## src/design/mips_defs.svh

```systemverilog
`ifndef MIPS_DEFS_SVH
`define MIPS_DEFS_SVH

`define MIPS_RESET_VECTOR 32'hBFC00000 // First fetch after reset
`define MIPS_HALT_ADDR    32'h00000000 // Fetch here ends the program
`define MIPS_NUM_REGS     32           // GPR count incl. $zero

// Primary opcodes, bits 31:26
`define MIPS_OP_SPECIAL 6'b000000 // R-type, see funct
`define MIPS_OP_J       6'b000010
`define MIPS_OP_JAL     6'b000011
`define MIPS_OP_BEQ     6'b000100
`define MIPS_OP_BNE     6'b000101
`define MIPS_OP_ADDIU   6'b001001
`define MIPS_OP_SLTI    6'b001010
`define MIPS_OP_SLTIU   6'b001011
`define MIPS_OP_ANDI    6'b001100
`define MIPS_OP_ORI     6'b001101
`define MIPS_OP_XORI    6'b001110
`define MIPS_OP_LUI     6'b001111
`define MIPS_OP_LW      6'b100011
`define MIPS_OP_SW      6'b101011

// SPECIAL funct codes, bits 5:0
`define MIPS_FN_SLL  6'b000000
`define MIPS_FN_SRL  6'b000010
`define MIPS_FN_SRA  6'b000011
`define MIPS_FN_JR   6'b001000
`define MIPS_FN_ADDU 6'b100001
`define MIPS_FN_SUBU 6'b100011
`define MIPS_FN_AND  6'b100100
`define MIPS_FN_OR   6'b100101
`define MIPS_FN_XOR  6'b100110
`define MIPS_FN_SLT  6'b101010
`define MIPS_FN_SLTU 6'b101011

`endif

```

## src/design/mips_pkg.sv

```systemverilog
`default_nettype none

package mips_pkg;

	// R format: register operands and funct
	typedef struct packed {
		logic [5:0] op;
		logic [4:0] rs;
		logic [4:0] rt;
		logic [4:0] rd;
		logic [4:0] shamt; // Shift amount for SLL/SRL/SRA
		logic [5:0] funct;
	} r_fmt_t;

	// I format: 16-bit immediate or branch offset
	typedef struct packed {
		logic [5:0]  op;
		logic [4:0]  rs;
		logic [4:0]  rt;
		logic [15:0] imm;
	} i_fmt_t;

	// J format: word index inside 256 MB region
	typedef struct packed {
		logic [5:0]  op;
		logic [25:0] target;
	} j_fmt_t;

	// Same fetched word seen three ways
	typedef union packed {
		r_fmt_t r;
		i_fmt_t i;
		j_fmt_t j;
	} instr_u;

	typedef enum logic [4:0] {
		alu_add  = 5'd0, // Also the idle value
		alu_sub  = 5'd1,
		alu_and  = 5'd2,
		alu_or   = 5'd3,
		alu_xor  = 5'd4,
		alu_slt  = 5'd5,
		alu_sltu = 5'd6,
		alu_sll  = 5'd7,
		alu_srl  = 5'd8,
		alu_sra  = 5'd9,
		alu_lui  = 5'd10
	} alu_op_e;

	typedef struct packed {
		logic    reg_write;    // GPR write this instruction
		logic    mem_read;     // LW
		logic    mem_write;    // SW
		logic    mem_to_reg;   // Writeback from data memory
		logic    dst_rd;       // Dest is rd, else rt
		logic    dst_ra;       // Dest is $31 for JAL
		logic    src_imm;      // ALU b from immediate
		logic    imm_zero_ext; // Logic immediates zero-extend
		logic    shift_imm;    // Shift amount from shamt field
		logic    branch_eq;
		logic    branch_ne;
		logic    jump;         // J / JAL
		logic    jump_reg;     // JR
		logic    link;         // Writeback of pc + 4
		alu_op_e alu_op;
	} ctrl_t;

endpackage

`default_nettype wire

```

## src/design/mips_alu.sv

```systemverilog
`timescale 1ns/1ps
`default_nettype none

module mips_alu (
	input  mips_pkg::alu_op_e op,
	input  logic [31:0]       a,
	input  logic [31:0]       b,
	input  logic [4:0]        shamt,
	output logic [31:0]       y,
	output logic              zero
);

	logic        lt_signed;
	logic        lt_unsigned;
	logic [31:0] sra_res;

	assign lt_signed   = ($signed(a) < $signed(b));
	assign lt_unsigned = (a < b);
	assign sra_res     = $signed(b) >>> shamt; // Sign fill from b[31]

	always_comb begin
		case (op)
			mips_pkg::alu_add: begin
				y = a + b; // No overflow trap
			end
			mips_pkg::alu_sub: begin
				y = a - b;
			end
			mips_pkg::alu_and: begin
				y = a & b;
			end
			mips_pkg::alu_or: begin
				y = a | b;
			end
			mips_pkg::alu_xor: begin
				y = a ^ b;
			end
			mips_pkg::alu_slt: begin
				y = {31'd0, lt_signed};
			end
			mips_pkg::alu_sltu: begin
				y = {31'd0, lt_unsigned};
			end
			mips_pkg::alu_sll: begin
				y = b << shamt; // Shifts act on rt
			end
			mips_pkg::alu_srl: begin
				y = b >> shamt;
			end
			mips_pkg::alu_sra: begin
				y = sra_res;
			end
			mips_pkg::alu_lui: begin
				y = {b[15:0], 16'h0000}; // Immediate into upper half
			end
			default: begin
				y = 32'd0;
			end
		endcase
	end

	assign zero = (y == 32'd0); // BEQ/BNE via SUB

endmodule

`default_nettype wire

```

## src/design/mips_cpu_harvard.sv

```systemverilog
`timescale 1ns/1ps
`default_nettype none

module mips_cpu_harvard (
	input  logic        clk,
	input  logic        reset,
	output logic        active,
	output logic [31:0] register_v0,
	input  logic        clk_enable,
	output logic [31:0] instr_address,
	input  logic [31:0] instr_readdata,
	output logic [31:0] data_address,
	output logic        data_write,
	output logic        data_read,
	output logic [31:0] data_writedata,
	input  logic [31:0] data_readdata
);

	mips_pkg::instr_u instr;
	mips_pkg::ctrl_t  ctrl;
	logic             commit;
	logic [31:0]      pc;
	logic [31:0]      pc_plus4;
	logic [31:0]      rs_data;
	logic [31:0]      rt_data;
	logic [31:0]      imm_ext;
	logic [31:0]      alu_b;
	logic [4:0]       alu_shamt;
	logic [31:0]      alu_y;
	logic             zero;
	logic [4:0]       wa;
	logic [31:0]      wd;

	assign instr         = instr_readdata; // Decoded same cycle as fetch
	assign instr_address = pc;

	mips_run_ctrl u_run_ctrl (.clk(clk), .reset(reset), .clk_enable(clk_enable),
		.pc(pc), .active(active), .commit(commit));

	mips_decoder u_decoder (.instr(instr), .ctrl(ctrl));

	mips_pc_unit u_pc_unit (.clk(clk), .reset(reset), .commit(commit), .instr(instr),
		.ctrl(ctrl), .zero(zero), .rs_data(rs_data), .pc(pc), .pc_plus4(pc_plus4));

	mips_regfile u_regfile (.clk(clk), .reset(reset), .we(ctrl.reg_write && commit),
		.ra1(instr.r.rs), .ra2(instr.r.rt), .wa(wa), .wd(wd),
		.rd1(rs_data), .rd2(rt_data), .v0(register_v0));

	// Operand selection
	assign imm_ext   = ctrl.imm_zero_ext ? {16'd0, instr.i.imm}
		: {{16{instr.i.imm[15]}}, instr.i.imm};
	assign alu_b     = ctrl.src_imm ? imm_ext : rt_data;
	assign alu_shamt = ctrl.shift_imm ? instr.r.shamt : rs_data[4:0]; // Variable form from rs

	mips_alu u_alu (.op(ctrl.alu_op), .a(rs_data), .b(alu_b), .shamt(alu_shamt),
		.y(alu_y), .zero(zero));

	// Destination and writeback
	assign wa = ctrl.dst_ra ? 5'd31 : (ctrl.dst_rd ? instr.r.rd : instr.r.rt);
	assign wd = ctrl.link ? pc_plus4 : (ctrl.mem_to_reg ? data_readdata : alu_y);

	// Data port, strobes only on a committing cycle
	assign data_address   = alu_y;
	assign data_writedata = rt_data;
	assign data_write     = ctrl.mem_write && commit;
	assign data_read      = ctrl.mem_read && commit;

endmodule

`default_nettype wire

```

## src/design/mips_decoder.sv

```systemverilog
`timescale 1ns/1ps
`default_nettype none
`include "mips_defs.svh"

module mips_decoder (
	input  mips_pkg::instr_u instr,
	output mips_pkg::ctrl_t  ctrl
);

	logic r_alu; // Known SPECIAL ALU funct
	logic i_alu; // Known immediate ALU op

	always_comb begin
		ctrl  = '0; // Unknown codes fall through as no-op
		r_alu = 1'b0;
		i_alu = 1'b0;
		case (instr.r.op)
			`MIPS_OP_SPECIAL: begin
				r_alu = 1'b1;
				case (instr.r.funct)
					`MIPS_FN_ADDU: ctrl.alu_op = mips_pkg::alu_add;
					`MIPS_FN_SUBU: ctrl.alu_op = mips_pkg::alu_sub;
					`MIPS_FN_AND:  ctrl.alu_op = mips_pkg::alu_and;
					`MIPS_FN_OR:   ctrl.alu_op = mips_pkg::alu_or;
					`MIPS_FN_XOR:  ctrl.alu_op = mips_pkg::alu_xor;
					`MIPS_FN_SLT:  ctrl.alu_op = mips_pkg::alu_slt;
					`MIPS_FN_SLTU: ctrl.alu_op = mips_pkg::alu_sltu;
					`MIPS_FN_SLL: begin
						ctrl.alu_op    = mips_pkg::alu_sll;
						ctrl.shift_imm = 1'b1;
					end
					`MIPS_FN_SRL: begin
						ctrl.alu_op    = mips_pkg::alu_srl;
						ctrl.shift_imm = 1'b1;
					end
					`MIPS_FN_SRA: begin
						ctrl.alu_op    = mips_pkg::alu_sra;
						ctrl.shift_imm = 1'b1;
					end
					`MIPS_FN_JR: begin
						r_alu         = 1'b0; // No writeback
						ctrl.jump_reg = 1'b1;
					end
					default: r_alu = 1'b0;
				endcase
				ctrl.reg_write = r_alu;
				ctrl.dst_rd    = r_alu;
			end
			`MIPS_OP_ADDIU: begin
				i_alu       = 1'b1;
				ctrl.alu_op = mips_pkg::alu_add;
			end
			`MIPS_OP_SLTI: begin
				i_alu       = 1'b1;
				ctrl.alu_op = mips_pkg::alu_slt;
			end
			`MIPS_OP_SLTIU: begin
				i_alu       = 1'b1; // Sign-extended, compared unsigned
				ctrl.alu_op = mips_pkg::alu_sltu;
			end
			`MIPS_OP_ANDI: begin
				i_alu             = 1'b1;
				ctrl.alu_op       = mips_pkg::alu_and;
				ctrl.imm_zero_ext = 1'b1;
			end
			`MIPS_OP_ORI: begin
				i_alu             = 1'b1;
				ctrl.alu_op       = mips_pkg::alu_or;
				ctrl.imm_zero_ext = 1'b1;
			end
			`MIPS_OP_XORI: begin
				i_alu             = 1'b1;
				ctrl.alu_op       = mips_pkg::alu_xor;
				ctrl.imm_zero_ext = 1'b1;
			end
			`MIPS_OP_LUI: begin
				i_alu       = 1'b1;
				ctrl.alu_op = mips_pkg::alu_lui;
			end
			`MIPS_OP_LW: begin
				i_alu           = 1'b1; // Address = rs + offset
				ctrl.mem_read   = 1'b1;
				ctrl.mem_to_reg = 1'b1;
			end
			`MIPS_OP_SW: begin
				ctrl.src_imm   = 1'b1;
				ctrl.mem_write = 1'b1;
			end
			`MIPS_OP_BEQ: begin
				ctrl.alu_op    = mips_pkg::alu_sub; // Zero flag compares rs, rt
				ctrl.branch_eq = 1'b1;
			end
			`MIPS_OP_BNE: begin
				ctrl.alu_op    = mips_pkg::alu_sub;
				ctrl.branch_ne = 1'b1;
			end
			`MIPS_OP_J: ctrl.jump = 1'b1;
			`MIPS_OP_JAL: begin
				ctrl.jump      = 1'b1;
				ctrl.link      = 1'b1;
				ctrl.dst_ra    = 1'b1;
				ctrl.reg_write = 1'b1;
			end
			default: ;
		endcase
		if (i_alu) begin
			ctrl.reg_write = 1'b1; // Dest is rt
			ctrl.src_imm   = 1'b1;
		end
	end

endmodule

`default_nettype wire

```

## src/design/mips_pc_unit.sv

```systemverilog
`timescale 1ns/1ps
`default_nettype none
`include "mips_defs.svh"

module mips_pc_unit (
	input  logic             clk,
	input  logic             reset,
	input  logic             commit,
	input  mips_pkg::instr_u instr,
	input  mips_pkg::ctrl_t  ctrl,
	input  logic             zero,
	input  logic [31:0]      rs_data,
	output logic [31:0]      pc,
	output logic [31:0]      pc_plus4
);

	logic [31:0] br_offset;
	logic [31:0] br_target;
	logic [31:0] j_target;
	logic        br_taken;
	logic [31:0] pc_next;

	assign pc_plus4 = pc + 32'd4; // Also the JAL link value

	// Word offset, sign-extended
	assign br_offset = {{14{instr.i.imm[15]}}, instr.i.imm, 2'b00};
	assign br_target = pc_plus4 + br_offset;
	assign j_target  = {pc_plus4[31:28], instr.j.target, 2'b00}; // Same 256 MB region

	assign br_taken = (ctrl.branch_eq && zero) || (ctrl.branch_ne && !zero);

	always_comb begin
		if (ctrl.jump_reg) begin
			pc_next = rs_data;
		end else if (ctrl.jump) begin
			pc_next = j_target;
		end else if (br_taken) begin
			pc_next = br_target;
		end else begin
			pc_next = pc_plus4; // No delay slot
		end
	end

	always_ff @(posedge clk or posedge reset) begin
		if (reset) begin
			pc <= `MIPS_RESET_VECTOR;
		end else if (commit) begin
			pc <= pc_next;
		end
	end

endmodule

`default_nettype wire

```

## src/design/mips_regfile.sv

```systemverilog
`timescale 1ns/1ps
`default_nettype none
`include "mips_defs.svh"

module mips_regfile (
	input  logic        clk,
	input  logic        reset,
	input  logic        we,
	input  logic [4:0]  ra1,
	input  logic [4:0]  ra2,
	input  logic [4:0]  wa,
	input  logic [31:0] wd,
	output logic [31:0] rd1,
	output logic [31:0] rd2,
	output logic [31:0] v0
);

	logic [31:0] regs [`MIPS_NUM_REGS];

	always_ff @(posedge clk or posedge reset) begin
		if (reset) begin
			for (int i = 0; i < `MIPS_NUM_REGS; i++) begin
				regs[i] <= '0;
			end
		end else if (we && (wa != 5'd0)) begin
			regs[wa] <= wd; // $zero never written
		end
	end

	assign rd1 = (ra1 == 5'd0) ? 32'd0 : regs[ra1]; // Async read ports
	assign rd2 = (ra2 == 5'd0) ? 32'd0 : regs[ra2];
	assign v0  = regs[2]; // $v0 tap

endmodule

`default_nettype wire

```

## src/design/mips_run_ctrl.sv

```systemverilog
`timescale 1ns/1ps
`default_nettype none
`include "mips_defs.svh"

module mips_run_ctrl (
	input  logic        clk,
	input  logic        reset,
	input  logic        clk_enable,
	input  logic [31:0] pc,
	output logic        active,
	output logic        commit
);

	localparam logic [1:0] st_idle   = 2'd0; // Settle cycle after reset
	localparam logic [1:0] st_run    = 2'd1;
	localparam logic [1:0] st_halted = 2'd2; // Left only by reset

	logic [1:0] state;
	logic [1:0] state_next;
	logic       at_halt;

	assign at_halt = (pc == `MIPS_HALT_ADDR); // Fetch of address zero

	always_comb begin
		state_next = state;
		case (state)
			st_idle:   state_next = st_run;
			st_run:    state_next = at_halt ? st_halted : st_run;
			st_halted: state_next = st_halted;
			default:   state_next = st_idle; // Unused code recovers
		endcase
	end

	always_ff @(posedge clk or posedge reset) begin
		if (reset) begin
			state <= st_idle;
		end else if (clk_enable) begin
			state <= state_next; // Frozen while disabled
		end
	end

	assign active = (state == st_run);
	assign commit = active && clk_enable && !at_halt;

endmodule

`default_nettype wire

```

## config.mk

```make
export PLATFORM = sky130hd
export DESIGN_NAME = mips_cpu_harvard
export DESIGN_NICKNAME = d
export VERILOG_FILES = /design/src/design/mips_pkg.sv /design/src/design/mips_alu.sv /design/src/design/mips_cpu_harvard.sv /design/src/design/mips_decoder.sv /design/src/design/mips_pc_unit.sv /design/src/design/mips_regfile.sv /design/src/design/mips_run_ctrl.sv
export VERILOG_INCLUDE_DIRS = /design/src /design/src/design
export SDC_FILE = /design/constraint.sdc
export NUM_CORES = 2
export LEC_CHECK = 0
export BUFFER_PORTS_ARGS = -buffer_cell sky130_fd_sc_hd__buf_2
export CAP_MARGIN = 20
export CORE_ASPECT_RATIO = 0.8
export CORE_MARGIN = 2
export CORE_UTILIZATION = 60
export DETAILED_ROUTE_END_ITERATION = 6
export PLACE_DENSITY = 0.79
export SLEW_MARGIN = 20
export SYNTH_ARGS = -nofsm -noshare
export SYNTH_HDL_FRONTEND = slang
export SYNTH_SLANG_ARGS = --single-unit
```

## constraint.sdc

```tcl
create_clock -name clk -period 55.4 [get_ports clk]
set_input_delay 16.62 -clock clk [delete_from_list [all_inputs] [get_ports clk]]
set_output_delay 16.62 -clock clk [all_outputs]
set_load 0.02 [all_outputs]
```

Word level (Yosys, flattened, before mapping)
Cells that the tools add are included.
{ "op_classes": {"reduce_logical": 27, "n_eq_ne": 35, "bitwise": 6, "muxes": 43, "add_sub_neg": 4, "n_lt_le_gt_ge": 6, "shifts": 3} }
{ "ops": {"columns": ["cell", "n"], "rows": [
  ["$bwmux W1024", 1],
  ["$mux W32", 14],
  ["$pmux W32 S11", 1],
  ["$bmux W32 S5", 2],
  ["$demux W32 S5", 1],
  ["$add A32 B32 Y32", 2],
  ["$logic_not A32 Y1", 2],
  ["$lt A32 B32 Y1", 2],
  ["$eq A6 B6 Y1 const B", 9],
  ["$eq A6 B4 Y1 const B", 8],
  ["$pmux W4 S9", 1],
  ["$add A32 B3 Y32 const B", 1],
  ["$and A32 B32 Y32", 1],
  ["$or A32 B32 Y32", 1],
  ["$pmux W4 S8", 1],
  ["$shl A32 B5 Y32", 1],
  ["$shr A32 B5 Y32", 1],
  ["$sshr A32 B5 Y32", 1],
  ["$sub A32 B32 Y32", 1],
  ["$xor A32 B32 Y32", 1],
  ["$eq A6 B2 Y1 const B", 4],
  ["$ge A6 B6 Y1 const B", 3],
  ["$not A5 Y6", 3],
  ["$eq A4 B3 Y1 const B", 4],
  ["23 further kinds", 58]
]} }
{ "word_totals": {"output_inout_bits": 131, "inputBits": 67, "reg_bits": 1058} }

Depth between registers and ports, before layout
{ "logic_depth": {"ltp_word": 15, "mapped_depth": 33} }

By module
A second synthesis with hierarchy kept.
{ "unflattened": {"cells_unflattened": 5918, "area_unflattened_um2": 71320.9} }
{ "by_module_without_submodules": {"columns": ["module", "instances", "area_per_inst_um2", "cells_per_inst"], "rows": [
  ["mips_regfile", 1, 54972.7, 3724],
  ["mips_alu", 1, 10293.6, 1368],
  ["mips_pc_unit", 1, 4072.7, 539],
  ["mips_cpu_harvard", 1, 1292.5, 180],
  ["mips_decoder", 1, 514.2, 85],
  ["mips_run_ctrl", 1, 175.2, 22]
]} }

Worst setup path after synthesis
No wires, ideal clock.
{ "synth_path": {"path_kind": "input to output", "start": "in instr_readdata[22]", "end": "out data_address[30]", "cell_stages": 27, "required_time_ns": 38.780, "arrival_ns": 23.067, "slack_ns": 15.713, "cell_sequence": "buf_4 buf_6 buf_4 buf_4 buf_4 buf_1 buf_1 clkbuf_1 mux4_2 mux4_2 mux2i_1 nor2_1 inv_1 ha_1 clkbuf_1 nor3_1 nand2_1 a21oi_1 o31ai_1 a2111oi_0 nor2_1 a2111oi_0 nor3_1 o31ai_1 xnor2_1 a22oi_1 o211ai_1"} }
{ "synth_between": {"elab_chain_len": 8} }
{ "synth_rtl": {"columns": ["element", "line", "source"], "rows": [
  ["start, declared", "mips_cpu_harvard.sv:11", "input logic [31:0] instr_readdata,"],
  ["$not A5 Y6 (implied by the code)", "mips_regfile.sv:30", "assign rd1 = (ra1 == 5'd0) ? 32'd0 : regs[ra1];"],
  ["$bmux W32 S5", "mips_regfile.sv:30", null],
  ["$mux W32 (implied by the code) (2 in series)", "mips_regfile.sv:30", null],
  ["$mux W32 (*)", "mips_regfile.sv:30", null],
  ["branches (longest 2 deep; another with $sub A32 B32 Y32)", null, null],
  ["$pmux W32 S11 (*)", "mips_alu.sv:22", "case (op)"],
  ["end, declared", "mips_cpu_harvard.sv:12", "output logic [31:0] data_address,"]
]} }
Mark *: on every way between the ends. The select of a mux whose other input is x is not followed.

Final worst setup path
{ "layout_path": {"start": "in instr_readdata[16]", "end": "out data_address[30]"} }
{ "layout_between": {"elab_chain_len": 8} }
{ "layout_rtl": {"columns": ["element", "line", "source"], "rows": [
  ["$not A5 Y6 (implied by the code)", "mips_regfile.sv:31", "assign rd2 = (ra2 == 5'd0) ? 32'd0 : regs[ra2];"],
  ["$bmux W32 S5", "mips_regfile.sv:31", null],
  ["$mux W32 (implied by the code) (2 in series)", "mips_regfile.sv:31", null],
  ["$mux W32 (*)", "mips_regfile.sv:31", null],
  ["$mux W32 (*)", "mips_cpu_harvard.sv:52", "assign alu_b = ctrl.src_imm ? imm_ext : rt_data;"],
  ["$sub A32 B32 Y32 (tied with other cells)", "mips_alu.sv:27", "y = a - b;"],
  ["$pmux W32 S11 (*)", "mips_alu.sv:22", null]
]} }
Every way passes the cells marked *; elsewhere a longest branch is shown, timed or not. The select of a mux whose other input is x is not followed.

==> results.py <==
metrics = {
    "clock_tree": {
        "path_clk_slew_ps": 60,
        "cts_resized": 0,
        "clock_latency_ps": 780,
        "numCtsBuffers": 102,
        "cts_tree": "built",
        "cts_max_level": 3,
        "cts.sinks": 1058,
        "clockBufferDepth": 3,
        "postCtsHoldBufs": 0,
        "postCtsSetupBuffers": 0,
        "cts_root_buf": "clkbuf_16",
    },
    "global_route": {
        "grt_start_max_net_pins": 180,
        "track_usage": 0.458,
        "overflow": 0,
        "grt_pass1_vias": 58200,
        "antenna_found_initial": 7,
        "grt_pass1_wl_um": 389000,
    },
    "run_status": {
        "violations": "DRC",
        "status": "complete, but fails checks",
    },
    "routing": {
        "routedWlPerCell_um": 32.0,
        "viasPerCell": 7.28,
        "vias": 60500,
        "ant_nets": 0,
        "drt_iter0_markers": 9181,
        "routed_wl_um": 266000,
        "first_pass_iters": 7,
        "drc": 1,
    },
    "floorplanning": {
        "fp.dieW_um": 379,
        "fp.coreArea_um2": 112000,
        "rows": 110,
        "die_height_um": 304,
        "start_util": 0.602,
        "dieArea_um2": 115000,
        "ios": 198,
    },
    "yosys": {
        "synth_cells": 6942,
        "synth_nets": 7140,
        "ys.flop_type": "dfrtp_1",
        "async_flop_share": 1.00,
        "yosys_warnings": 0,
        "synth_cell_type_count": 103,
        "yosysSeqAreaShare": 0.392,
        "netlist_area_um2": 67500,
        "synth-edff-count": 0,
        "avgSynthCellArea_um2": 9.72,
        "ys_seq_elements": 1058,
    },
    "timing": {
        "hold_viol": 0,
        "slew_headroom": 0.148,
        "slew_viol_final": 0,
        "finalWorstPathRequiredPeriod_ps": 41690,
        "clock.fmax_mhz": 24.0,
        "finalSetupViolCount": 0,
        "skew_ps": 98.7,
        "final.period_utilization": 0.753,
        "hold_slack_ps": 399,
        "setup_tns_ps": 0,
        "worstMarginPinSlew_ps": 1280,
        "grt_setup_unrepaired": "no",
    },
    "setup_path": {
        "cp-start-kind": "input pin",
        "worst-setup-path-type": "in -> out",
        "crit_arrival_ps": 25070,
        "path_max_fanout": 41,
        "end_kind": "output port",
        "cp.required_ps": 38780,
    },
    "power_and_ir_drop": {
        "power_leakage_nw": 32.0,
        "ir_drop_v": 0.0000313,
        "p_per_area_nw_per_um2": 25.8,
        "total_power_mw": 1.87,
    },
    "placed_design": {
        "dpl_cell_area_um2": 68900,
        "routabilityCongestion": 1.15,
        "port_buffers": 197,
        "dp_hpwl_um": 175000,
    },
    "finish": {
        "nets": 6903,
        "layout_commonest_cell": "nand2_1",
        "fin_area_um2": 72500,
        "layout_common_cells": "nand2_1, dfrtp_1, o21ai_0",
        "syn2layout_area_growth_pct": 7.40,
        "drive_gt1_frac": 0.165,
    },
    "run": {
        "maxCapViolCount": 0,
    },
    "min_path": {
        "hold_path_class": "reg -> reg",
    },
}
Yosys cell counts, drive strengths merged (23+ instances only):
cell type,count,share of area
nand2,1076,0.060
dfrtp,1049,0.39
o21ai,942,0.070
mux2i,518,0.077
clkbuf,477,0.027
a21oi,433,0.032
mux4,409,0.14
nor2,408,0.023
buf,210,0.021
a22oi,200,0.022
ha,128,0.024
inv,117,0.0065
nand3,70,0.0052
nor3,59,0.0044
xnor2,58,0.0075
a211oi,55,0.0061
nor2b,46,0.0043
o211ai,44,0.0050
nor4,40,0.0044
a221oi,36,0.0048
and2,36,0.0033
o221ai,36,0.0047
and3,33,0.0031
a31oi,28,0.0026
mux2,28,0.0047
nand2b,26,0.0024
a21o,25,0.0028
a2111oi,23,0.0037
cell families (layout without fill, tap and decap cells):
group	count (synthesis)	count (layout)	synth area share
AOI/OAI and AO/OA	2038	2038	0.182
and+or+nand+nor	1878	1878	0.119
DFF	1058	1058	0.392
muxes	955	955	0.219
buffers and inverters	805	653	0.0540
adders and majority gates	131	131	0.0246
xor gates and xnor gates	77	77	0.00999
other	0	3	0
where the power goes:
group          switching, mW  internal (mW)  total (mW)
logic                  0.262         0.0945       0.357
registers           0.000794          0.773       0.774
clock network          0.327          0.415       0.742
total                  0.590           1.28        1.87
state kept, by name (all words and copies together), names as in the netlist:
name,flops
u_pc_unit.pc,32
u_run_ctrl.state,2
u_regfile.regs,992
u_regfile.v0,32
per-stage QoR:
step                       util  worst slack [ps]  cells
after floorplan               -              9010   6942
after global placement    0.615             14150   8109
after detailed placement  0.615             14060   8110
after CTS                 0.646             14050   8299
after global routing      0.647             13420   8302
final                     0.647             13710   8305
final timing paths:
path / start / endpoint / slack, ps / cells past startpoint
setup / recovery: instr_readdata[16] / data_address[30] / 13710 / 20
hold / removal: u_regfile.regs[1009] / u_regfile.regs[1009] / 400 / 0
setup reg to reg: u_regfile.v0[7] / u_pc_unit.pc[19] / 45870 / 24
hold reg to reg: u_regfile.regs[1009] / u_regfile.regs[1009] / 400 / 0
max in group asynchronous: reset / u_pc_unit.pc[30] / 36010 / 5
min in group asynchronous: reset / u_regfile.regs[143] / 16030 / 2
final cells by class:
cell class	count	area, µm²
fillers	8848	39500
flip-flops and latches	1058	26500
clock inverters	44	578
multi-input cells	5079	37900
repair buffers	347	2280
diodes	3	7.51
well taps	1512	1890
inverters	117	447
clock buffers	145	2940
metal layers:
metal | vias up | share of wire | routed length (µm) | track usage
met4 | 10 | 0.070 | 18700 | 0.270
met1 | 29700 | 0.37 | 97300 | 0.619
li1 | 24900 | - | - | -
met2 | 4703 | 0.41 | 110000 | 0.628
met3 | 1112 | 0.15 | 40000 | 0.175
met5 | - | 0.00065 | 172 | 0.00713
critical path, stage by stage:
cell and delay [ps]:
clkbuf_8 440, buf_4 730, buf_4 730, nor4_2 190, a2111oi_2 910, mux2i_1 510, ha_1 600, nor3_1 370
nand2_1 100, a21oi_1 250, o31ai_1 190, a2111oi_0 700, nor2_1 180, a2111oi_0 890, nor3_1 210, o31ai_1 480
xnor2_1 180, a22oi_1 110, o211ai_1 280, buf_2 230
(Power assumes the default switching activity.)
